--- src/core_pkg.sv ---
// shared word types, opcode, state and ALU enums, function and response codes
package core_pkg;

  localparam int XLEN = 32;

  typedef logic [XLEN-1:0] word_t;
  typedef logic [4:0]      reg_addr_t;

  // major opcodes of the supported subset
  typedef enum logic [6:0] {
    OPC_LUI    = 7'h37,
    OPC_OP_IMM = 7'h13,
    OPC_OP     = 7'h33,
    OPC_LOAD   = 7'h03,
    OPC_STORE  = 7'h23,
    OPC_BRANCH = 7'h63,
    OPC_TRAP   = 7'h6b
  } opcode_t;

  typedef enum logic [2:0] {
    S_FETCH,
    S_EXECUTE,
    S_MEM,
    S_WRITEBACK,
    S_HALT
  } state_t;

  typedef enum logic [2:0] {
    ALU_ADD,
    ALU_SUB,
    ALU_AND,
    ALU_OR,
    ALU_XOR,
    ALU_PASS_B
  } alu_op_t;

  // funct3 / funct7 codes
  localparam logic [2:0] F3_ADD_SUB = 3'b000;
  localparam logic [2:0] F3_XOR     = 3'b100;
  localparam logic [2:0] F3_OR      = 3'b110;
  localparam logic [2:0] F3_AND     = 3'b111;
  localparam logic [2:0] F3_WORD    = 3'b010;
  localparam logic [2:0] F3_BEQ     = 3'b000;
  localparam logic [2:0] F3_BNE     = 3'b001;
  localparam logic [6:0] F7_BASE    = 7'h00;
  localparam logic [6:0] F7_SUB     = 7'h20;

  // bus response, anything else is an error
  localparam logic [1:0] RESP_OKAY = 2'b00;

endpackage
--- src/exec_result_if.sv ---
// decoded instruction and execute result, execute unit to control FSM
`timescale 1ns/1ps

interface exec_result_if
  import core_pkg::*;
();

  reg_addr_t rd;
  logic      reg_write;
  word_t     result;
  word_t     mem_addr;
  word_t     store_data;
  logic      is_load;
  logic      is_store;
  logic      branch_taken;
  word_t     branch_target;
  logic      illegal;

  modport producer (
    output rd, reg_write, result, mem_addr, store_data,
           is_load, is_store, branch_taken, branch_target, illegal
  );

  modport consumer (
    input rd, reg_write, result, mem_addr, store_data,
          is_load, is_store, branch_taken, branch_target, illegal
  );

endinterface

--- src/cpu.sv ---
// core top level with fetch, data, commit and status ports
`timescale 1ns/1ps

module cpu
  import core_pkg::*;
#(
  parameter word_t RESET_PC = 32'h0000_0000
) (
  input  logic       clock,
  input  logic       reset,
  output logic       if_rw_valid,
  input  logic       if_rw_ready,
  output word_t      if_rw_addr,
  input  word_t      if_r_data,
  input  logic [1:0] if_rw_resp,
  output logic       mem_rw_valid,
  input  logic       mem_rw_ready,
  output logic       mem_rw_req,
  output word_t      mem_rw_addr,
  output word_t      mem_w_data,
  input  word_t      mem_r_data,
  input  logic [1:0] mem_rw_resp,
  output logic       commit_valid,
  output word_t      commit_pc,
  output word_t      commit_inst,
  output logic       commit_wen,
  output reg_addr_t  commit_rd,
  output word_t      commit_data,
  output logic       halted,
  output logic       fault,
  output word_t      cycle_count,
  output word_t      instr_count
);

  word_t     inst;
  word_t     pc;
  reg_addr_t rs1_addr;
  reg_addr_t rs2_addr;
  word_t     rs1_data;
  word_t     rs2_data;
  logic      reg_write_en;
  reg_addr_t reg_write_addr;
  word_t     reg_write_data;

  exec_result_if exec_bus ();

  regfile u_regfile (
    .clock      (clock),
    .reset      (reset),
    .read_addr1 (rs1_addr),
    .read_addr2 (rs2_addr),
    .read_data1 (rs1_data),
    .read_data2 (rs2_data),
    .write_en   (reg_write_en),
    .write_addr (reg_write_addr),
    .write_data (reg_write_data)
  );

  exec_unit u_exec_unit (
    .inst     (inst),
    .pc       (pc),
    .rs1_data (rs1_data),
    .rs2_data (rs2_data),
    .rs1_addr (rs1_addr),
    .rs2_addr (rs2_addr),
    .result   (exec_bus.producer)
  );

  core_ctrl_fsm #(
    .RESET_PC (RESET_PC)
  ) u_ctrl (
    .clock          (clock),
    .reset          (reset),
    .exec           (exec_bus.consumer),
    .inst           (inst),
    .pc             (pc),
    .if_rw_valid    (if_rw_valid),
    .if_rw_ready    (if_rw_ready),
    .if_rw_addr     (if_rw_addr),
    .if_r_data      (if_r_data),
    .if_rw_resp     (if_rw_resp),
    .mem_rw_valid   (mem_rw_valid),
    .mem_rw_ready   (mem_rw_ready),
    .mem_rw_req     (mem_rw_req),
    .mem_rw_addr    (mem_rw_addr),
    .mem_w_data     (mem_w_data),
    .mem_r_data     (mem_r_data),
    .mem_rw_resp    (mem_rw_resp),
    .reg_write_en   (reg_write_en),
    .reg_write_addr (reg_write_addr),
    .reg_write_data (reg_write_data),
    .commit_valid   (commit_valid),
    .commit_pc      (commit_pc),
    .commit_inst    (commit_inst),
    .commit_wen     (commit_wen),
    .commit_rd      (commit_rd),
    .commit_data    (commit_data),
    .halted         (halted),
    .fault          (fault)
  );

  retire_counter u_counters (
    .clock       (clock),
    .reset       (reset),
    .retire      (commit_valid),
    .halted      (halted),
    .cycle_count (cycle_count),
    .instr_count (instr_count)
  );

endmodule

--- src/retire_counter.sv ---
// cycle counter and retired instruction counter
`timescale 1ns/1ps

module retire_counter
  import core_pkg::*;
(
  input  logic  clock,
  input  logic  reset,
  input  logic  retire,
  input  logic  halted,
  output word_t cycle_count,
  output word_t instr_count
);

  always_ff @(posedge clock) begin
    if (reset) begin
      cycle_count <= '0;
      instr_count <= '0;
    end else begin
      // frozen once the core stops
      if (!halted) begin
        cycle_count <= cycle_count + 1'b1;
      end
      if (retire) begin
        instr_count <= instr_count + 1'b1;
      end
    end
  end

endmodule

--- src/core_ctrl_fsm.sv ---
// control FSM with PC, instruction and load registers, bus requests and commit
`timescale 1ns/1ps

module core_ctrl_fsm
  import core_pkg::*;
#(
  parameter word_t RESET_PC = 32'h0000_0000
) (
  input  logic      clock,
  input  logic      reset,
  exec_result_if.consumer exec,
  output word_t     inst,
  output word_t     pc,
  output logic      if_rw_valid,
  input  logic      if_rw_ready,
  output word_t     if_rw_addr,
  input  word_t     if_r_data,
  input  logic [1:0] if_rw_resp,
  output logic      mem_rw_valid,
  input  logic      mem_rw_ready,
  output logic      mem_rw_req,
  output word_t     mem_rw_addr,
  output word_t     mem_w_data,
  input  word_t     mem_r_data,
  input  logic [1:0] mem_rw_resp,
  output logic      reg_write_en,
  output reg_addr_t reg_write_addr,
  output word_t     reg_write_data,
  output logic      commit_valid,
  output word_t     commit_pc,
  output word_t     commit_inst,
  output logic      commit_wen,
  output reg_addr_t commit_rd,
  output word_t     commit_data,
  output logic      halted,
  output logic      fault
);

  state_t state;
  word_t  load_data;
  logic   if_xfer;
  logic   mem_xfer;
  logic   is_trap;
  logic   retiring;

  assign if_rw_valid  = (state == S_FETCH);
  assign if_rw_addr   = pc;
  assign mem_rw_valid = (state == S_MEM);
  assign mem_rw_req   = exec.is_store;
  assign mem_rw_addr  = exec.mem_addr;
  assign mem_w_data   = exec.store_data;
  assign if_xfer      = if_rw_valid && if_rw_ready;
  assign mem_xfer     = mem_rw_valid && mem_rw_ready;
  assign is_trap      = (inst[6:0] == OPC_TRAP);
  assign halted       = (state == S_HALT);

  assign reg_write_en   = (state == S_WRITEBACK) && exec.reg_write && (exec.rd != '0);
  assign reg_write_addr = exec.rd;
  assign reg_write_data = exec.is_load ? load_data : exec.result;

  // writeback, or a trap leaving execute
  assign retiring = (state == S_WRITEBACK) || (state == S_EXECUTE && is_trap && !exec.illegal);

  always_ff @(posedge clock) begin
    if (reset) begin
      state        <= S_FETCH;
      pc           <= RESET_PC;
      fault        <= 1'b0;
      commit_valid <= 1'b0;
    end else begin
      commit_valid <= retiring;
      case (state)
        S_FETCH: begin
          if (if_xfer) begin
            if (if_rw_resp != RESP_OKAY) begin
              state <= S_HALT;
              fault <= 1'b1;
            end else begin
              state <= S_EXECUTE;
            end
          end
        end
        S_EXECUTE: begin
          if (exec.illegal) begin
            state <= S_HALT;
            fault <= 1'b1;
          end else if (is_trap) begin
            state <= S_HALT;
          end else if (exec.is_load || exec.is_store) begin
            state <= S_MEM;
          end else begin
            state <= S_WRITEBACK;
          end
        end
        S_MEM: begin
          if (mem_xfer) begin
            if (mem_rw_resp != RESP_OKAY) begin
              state <= S_HALT;
              fault <= 1'b1;
            end else begin
              state <= S_WRITEBACK;
            end
          end
        end
        S_WRITEBACK: begin
          pc    <= exec.branch_taken ? exec.branch_target : pc + 32'd4;
          state <= S_FETCH;
        end
        default: ;
      endcase
    end
  end

  // instruction, load data and commit payload
  always_ff @(posedge clock) begin
    if (if_xfer && if_rw_resp == RESP_OKAY) inst <= if_r_data;
    if (mem_xfer && exec.is_load) load_data <= mem_r_data;
    if (retiring) begin
      commit_pc   <= pc;
      commit_inst <= inst;
      commit_wen  <= reg_write_en;
      commit_rd   <= exec.rd;
      commit_data <= reg_write_data;
    end
  end

  one_port_at_a_time: assert property (@(posedge clock) disable iff (reset)
    !(if_rw_valid && mem_rw_valid));

  fetch_req_held: assert property (@(posedge clock) disable iff (reset)
    if_rw_valid && !if_rw_ready |=> if_rw_valid && $stable(if_rw_addr));

  mem_req_held: assert property (@(posedge clock) disable iff (reset)
    mem_rw_valid && !mem_rw_ready |=>
      mem_rw_valid && $stable(mem_rw_addr) && $stable(mem_rw_req) && $stable(mem_w_data));

  no_commit_when_halted: assert property (@(posedge clock) disable iff (reset)
    state == S_HALT |=> !commit_valid);

endmodule

--- src/exec_unit.sv ---
// instruction decode, ALU, address and branch target, illegal detection
`timescale 1ns/1ps

module exec_unit
  import core_pkg::*;
(
  input  word_t           inst,
  input  word_t           pc,
  input  word_t           rs1_data,
  input  word_t           rs2_data,
  output reg_addr_t       rs1_addr,
  output reg_addr_t       rs2_addr,
  exec_result_if.producer result
);

  opcode_t    opcode;
  logic [2:0] funct3;
  logic [6:0] funct7;
  word_t      imm_i;
  word_t      imm_s;
  word_t      imm_b;
  word_t      imm_u;
  alu_op_t    alu_op;
  word_t      operand_b;
  word_t      alu_out;
  logic       is_branch;
  logic       operands_equal;

  assign opcode   = opcode_t'(inst[6:0]);
  assign funct3   = inst[14:12];
  assign funct7   = inst[31:25];
  assign rs1_addr = inst[19:15];
  assign rs2_addr = inst[24:20];

  // immediates
  assign imm_i = {{20{inst[31]}}, inst[31:20]};
  assign imm_s = {{20{inst[31]}}, inst[31:25], inst[11:7]};
  assign imm_b = {{19{inst[31]}}, inst[31], inst[7], inst[30:25], inst[11:8], 1'b0};
  assign imm_u = {inst[31:12], 12'b0};

  always_comb begin
    alu_op           = ALU_ADD;
    operand_b        = rs2_data;
    is_branch        = 1'b0;
    result.reg_write = 1'b0;
    result.is_load   = 1'b0;
    result.is_store  = 1'b0;
    result.illegal   = 1'b0;
    case (opcode)
      OPC_LUI: begin
        alu_op           = ALU_PASS_B;
        operand_b        = imm_u;
        result.reg_write = 1'b1;
      end
      OPC_OP_IMM: begin
        operand_b        = imm_i;
        result.reg_write = 1'b1;
        result.illegal   = (funct3 != F3_ADD_SUB);
      end
      OPC_OP: begin
        result.reg_write = 1'b1;
        if (funct3 == F3_ADD_SUB && funct7 == F7_SUB) alu_op = ALU_SUB;
        else if (funct3 == F3_XOR) alu_op = ALU_XOR;
        else if (funct3 == F3_OR) alu_op = ALU_OR;
        else if (funct3 == F3_AND) alu_op = ALU_AND;
        // only ADD/SUB may carry a nonzero funct7
        result.illegal = (funct7 != F7_BASE) &&
                         !(funct3 == F3_ADD_SUB && funct7 == F7_SUB);
        if (funct3 != F3_ADD_SUB && funct3 != F3_XOR && funct3 != F3_OR &&
            funct3 != F3_AND) begin
          result.illegal = 1'b1;
        end
      end
      OPC_LOAD: begin
        result.reg_write = 1'b1;
        result.is_load   = 1'b1;
        result.illegal   = (funct3 != F3_WORD);
      end
      OPC_STORE: begin
        result.is_store = 1'b1;
        result.illegal  = (funct3 != F3_WORD);
      end
      OPC_BRANCH: begin
        is_branch      = 1'b1;
        result.illegal = (funct3 != F3_BEQ) && (funct3 != F3_BNE);
      end
      OPC_TRAP: ;
      default: result.illegal = 1'b1;
    endcase
  end

  always_comb begin
    case (alu_op)
      ALU_ADD:    alu_out = rs1_data + operand_b;
      ALU_SUB:    alu_out = rs1_data - operand_b;
      ALU_AND:    alu_out = rs1_data & operand_b;
      ALU_OR:     alu_out = rs1_data | operand_b;
      ALU_XOR:    alu_out = rs1_data ^ operand_b;
      ALU_PASS_B: alu_out = operand_b;
      default:    alu_out = '0;
    endcase
  end

  assign operands_equal = (rs1_data == rs2_data);

  assign result.rd            = inst[11:7];
  assign result.result        = alu_out;
  assign result.mem_addr      = rs1_data + (result.is_store ? imm_s : imm_i);
  assign result.store_data    = rs2_data;
  assign result.branch_target = pc + imm_b;
  // BNE inverts the equality test
  assign result.branch_taken  = is_branch &&
                                ((funct3 == F3_BNE) ? !operands_equal : operands_equal);

endmodule

--- src/regfile.sv ---
// integer register file, 32 x 32 bits, two read ports and one write port
`timescale 1ns/1ps

module regfile
  import core_pkg::*;
(
  input  logic      clock,
  input  logic      reset,
  input  reg_addr_t read_addr1,
  input  reg_addr_t read_addr2,
  output word_t     read_data1,
  output word_t     read_data2,
  input  logic      write_en,
  input  reg_addr_t write_addr,
  input  word_t     write_data
);

  word_t regs [0:31];

  always_ff @(posedge clock) begin
    if (reset) begin
      for (int i = 0; i < 32; i++) begin
        regs[i] <= '0;
      end
    end else if (write_en) begin
      regs[write_addr] <= write_data;
    end
  end

  // x0 reads as zero
  assign read_data1 = (read_addr1 == '0) ? '0 : regs[read_addr1];
  assign read_data2 = (read_addr2 == '0) ? '0 : regs[read_addr2];

  // the control FSM never issues a write to x0
  x0_stays_zero: assert property (@(posedge clock) disable iff (reset) regs[0] == '0);

endmodule

--- config.mk ---
export PLATFORM = sky130hd
export DESIGN_NAME = cpu
export DESIGN_NICKNAME = d
export VERILOG_FILES = /design/src/core_pkg.sv /design/src/exec_result_if.sv /design/src/cpu.sv /design/src/retire_counter.sv /design/src/core_ctrl_fsm.sv /design/src/exec_unit.sv /design/src/regfile.sv
export SDC_FILE = /design/constraint.sdc
export NUM_CORES = 2
export LEC_CHECK = 0
export CAP_MARGIN = 5
export CORE_ASPECT_RATIO = 0.6
export CORE_MARGIN = 2
export CORE_UTILIZATION = 58
export CTS_CLUSTER_DIAMETER = 50
export DETAILED_ROUTE_END_ITERATION = 12
export DONT_BUFFER_PORTS = 1
export MAX_ROUTING_LAYER = met4
export PLACE_DENSITY = 0.75
export SETUP_SLACK_MARGIN = 0.02
export SYNTH_ARGS = -nofsm -noshare
export SYNTH_HDL_FRONTEND = slang
export SYNTH_SLANG_ARGS = --single-unit
--- constraint.sdc ---
create_clock -name clock -period 10 [get_ports clock]
set_input_delay 1 -clock clock [delete_from_list [all_inputs] [get_ports clock]]
set_output_delay 1 -clock clock [all_outputs]
set_load 0.1 [all_outputs]
==> key figures <==
Min path
  • Kind of path behind the tightest hold check: in2reg

GRT
  • Number of global-route vias before repair: 50880
  • Number of antenna violations at the first check in global routing: 16
  • Largest net degree at the start of global routing: 133
  • Wire length of the first global-routing pass: 369.6 mm
  • Residual overflow from global routing: 0
  • GRT Resource Usage Total: 43.31%

Routing
  • Total number of vias: 54120
  • Number of remaining DRC errors: 0
  • Mean routed wirelength per cell: about 36 um
  • Drt first-iter violations: 10450
  • Detailed Route WL: 263.3 mm
  • Number of vias per cell: 7.443
  • Count of nets left with antenna violations after detail routing: 0
  • First drt pass iteration count: 9

Timing
  • Setup-violating endpoint count in the final report: 0
  • Fin crit period: 9233 ps
  • Slew headroom: under 10%
  • Share of the clock period used by the worst path: 92.33%
  • RSZ-0062 raised after global routing: false
  • Sum of negative setup slack: 0 ps
  • Max Slew Vio Count: 0
  • Final-report hold violation count: 0
  • Highest attainable clock frequency: 108.3 MHz
  • Fin worst setup slack: 766.8 ps
  • Clk_skew: roughly 41 ps
  • Transition at the pin with the smallest max-transition slack: 1416 ps

Clocking
  • Bufs on Longest Clock Path: 3
  • Clock latency reported for the late side of the worst-skew pair: 790 ps
  • Number of cells upsized or downsized after cts: 0
  • Clock transition at path regs: 80 ps
  • Number of buffers inserted by hold repair at cts: 0
  • Buffer type at the clock tree root: clkbuf_16
  • TritonCTS buffer count: 119
  • Deepest level of the CTS H-tree: 3
  • TritonCTS clock tree: built
  • Post-CTS Setup Repair Bufs: 0
  • Number of clock sinks seen by CTS: 1294

Floorplanning
  • Std-Cell Rows: 98
  • Area enclosed by the die boundary: 0.1243 mm^2
  • Chip Width: ~450 um
  • Area of the core: ~0.12 mm^2
  • Height of the die: around 270 um
  • Count of boundary I/O pins: 340
  • Initial cell density of the core: 58.77%

Power and ir drop
  • Power share of the sequential group: 42.2%
  • Combinational Power Share: 24.9%
  • Proportion of power drawn by the clock network: 32.9%
  • Internal power consumption: 9.675 mW
  • Lkg Pwr: 28.90 nW
  • Fraction of power spent switching nets: about a third
  • Net load switching power: 5.074 mW
  • Highest ir drop seen on vdd: 200.6 uV
  • Power density over the cells: 189.7 mW/mm^2

Synthesis
  • Yosys reg bits: 1294
  • Compound-Gate Fraction of Synth Area: around 7.1%
  • Unique masters post-synth: 89
  • Xor/xnor share of the synthesized area: 2.451%
  • Post-Syn Area: 0.07041 mm^2
  • Mean instance size in the synthesized netlist: 12.65 um^2
  • Combinational family with the most area after synthesis: multiplexers
  • Basic-gate share of the synthesized area counting and, or, nand and nor cells: roughly an eighth
  • Prevailing post-synth register cell: edfxtp_1
  • EDFF count, synth: around 1200
  • Share of synthesized registers carrying an async set or reset: 0%
  • Multiplexer share of the synthesized area: a little under a fifth
  • Yosys warns: 0
  • Adder and majority cell fraction of the synthesized area: 2.929%
  • Post-synthesis sequential area ratio: 53.63%
  • Count of mapped cells out of synthesis: 5567

Critical path
  • Critical path endpoint category: primary output
  • Register-to-Register Setup Slack: 1350 ps
  • CP Max Fanout: 18
  • Setup crit start kind: register
  • Data arrival time at the worst-slack endpoint: 8230 ps
  • WP data required: 9000 ps
  • Startpoint-to-endpoint class of the critical path: reg2out

Finish
  • Layout cell share with drive strength beyond 1: 20.96%
  • Area Overhead vs Synth: 10.44%
  • Final net count: 5780
  • Most frequent cells in the layout: edfxtp_1 (1184), nor2_1 (1109), mux4_2 (504), nand2_1 (294), buf_4 (253)
  • Commonest non-fill, non-tap cell in the layout: edfxtp_1
  • Design Area, Final: 0.07776 mm^2

Status
  • Run status: completed

Placement
  • RePlAce Congestion: 1.031
  • Instance area after placement: 0.07366 mm^2
  • Count of input and output buffers: 0
  • Post-detail-place hpwl: ~170 mm
  • Worst setup timing slack at the placement stage: 1712 ps

Flow run
  • Count of maximum capacitance violations: 0
## critical path, cell delays in order (launching register included)
cell and delay, ps:
dfxtp_2 1200, buf_4 450, or3b_2 660, o22ai_1 210
a211oi_1 100, nand2_1 370, inv_1 160, ha_1 240
inv_1 80, fa_1 230, nor2b_1 60, o21ai_0 210
a21boi_0 180, o21ai_0 270, a211oi_1 220, nor4b_1 670
o31ai_1 340, o41a_1 450, a31oi_1 480, o21bai_1 120
a21oi_1 270, xnor2_2 140, buf_4 310
## power groups by stage
stage | clock network [mW] | logic (mW) | registers [mW]
3_5_place_dp | 0 | 3.52 | 6.33
2_1_floorplan | 0 | 2.36 | 6.25
6_report | 4.85 | 3.67 | 6.23
3_3_place_gp | 0 | 3.49 | 6.32
4_1_cts | 4.82 | 3.53 | 6.22
5_1_grt | 5.02 | 3.76 | 6.24
## per-stage QoR
stage	std cells	utilization, %	power [mW]	hold WS [ps]
6_report	7272	64.91	14.75	303.2
5_1_grt	7264	64.89	15.02	296.7
4_1_cts	7248	64.86	14.57	285.1
3_5_place_dp	7024	61.49	9.849	494.6
3_3_place_gp	7024	61.49	9.811	469.4
2_1_floorplan	5600	-	8.614	424.4
## final cells by class
| class | count | area, um^2 |
|---|---|---|
| diodes | 24 | 60.06 |
| clock buffers | 156 | 3252 |
| clock inverters | 68 | 784.5 |
| fillers | 8568 | 42040 |
| inverters | 161 | 604.3 |
| multi-input cells | 3695 | 30900 |
| flip-flops and latches | 1294 | 37780 |
| well taps | 1600 | 2002 |
| repair buffers | 274 | 2375 |
## per-layer routing
metal | track usage [%] | wire, um | vias up
li1 | - | - | 21000
met1 | 58.69 | 91660 | 26550
met2 | 54.57 | 103400 | 5625
met3 | 21.91 | 54680 | 946
met4 | 17.64 | 13640 | 0
met5 | - | 0 | -
## worst paths after layout
| path | startpoint | cells after the start | endpoint |
|---|---|---|---|
| min reg2reg | u_ctrl.inst[1] | 0 | u_ctrl.commit_inst[1] |
| min | if_r_data[4] | 0 | u_ctrl.inst[4] |
| max | register | 22 | mem_rw_addr[28] |
| max reg2reg | u_ctrl.inst[21] | 22 | u_regfile.regs[17][31] |
## state kept, by name (all words and copies together) (netlist names), named ones only
| register | flops |
|---|---|
| u_ctrl.commit_wen | 1 |
| u_regfile.regs | 1024 |
| u_ctrl.inst | 32 |
| u_ctrl.fault | 1 |
| u_ctrl.commit_pc | 31 |
| u_ctrl.commit_data | 32 |
| u_ctrl.commit_valid | 1 |
| u_counters.cycle_count | 32 |
| u_ctrl.load_data | 32 |
| u_counters.instr_count | 32 |
| u_ctrl.if_rw_addr | 31 |
| u_ctrl.commit_inst | 32 |
| u_ctrl.state | 3 |
## cell families after synthesis
kind of cell             count (synthesis)
AND/OR/NAND/NOR                       1936
flip-flops                            1294
AO/OA/AOI/OAI                          718
multiplexers                           647
buffers and inverters                  611
XOR/XNOR                               197
adder cells (fa/ha/maj)                163
other                                    1
## cells in the mapped netlist (39+ instances only)
master | count | area (um^2)
a21oi_1 | 143 | 715.7
nand3_1 | 86 | 430.4
nor3_1 | 107 | 535.5
nor2_1 | 1117 | 4193
nand2_1 | 333 | 1250
clkbuf_1 | 322 | 1209
xor2_1 | 83 | 727.0
mux2i_1 | 125 | 1251
a22o_1 | 39 | 341.6
a221oi_1 | 49 | 429.2
edfxtp_1 | 1184 | 35550
inv_1 | 156 | 585.6
dfxtp_1 | 110 | 2202
o22ai_1 | 53 | 331.6
nand4_1 | 39 | 244.0
o21ai_0 | 89 | 445.4
a22oi_1 | 48 | 360.4
xnor2_1 | 114 | 998.5
ha_1 | 160 | 2002
buf_2 | 59 | 295.3
mux4_2 | 504 | 11350
Power figures use the tool's default switching activity.
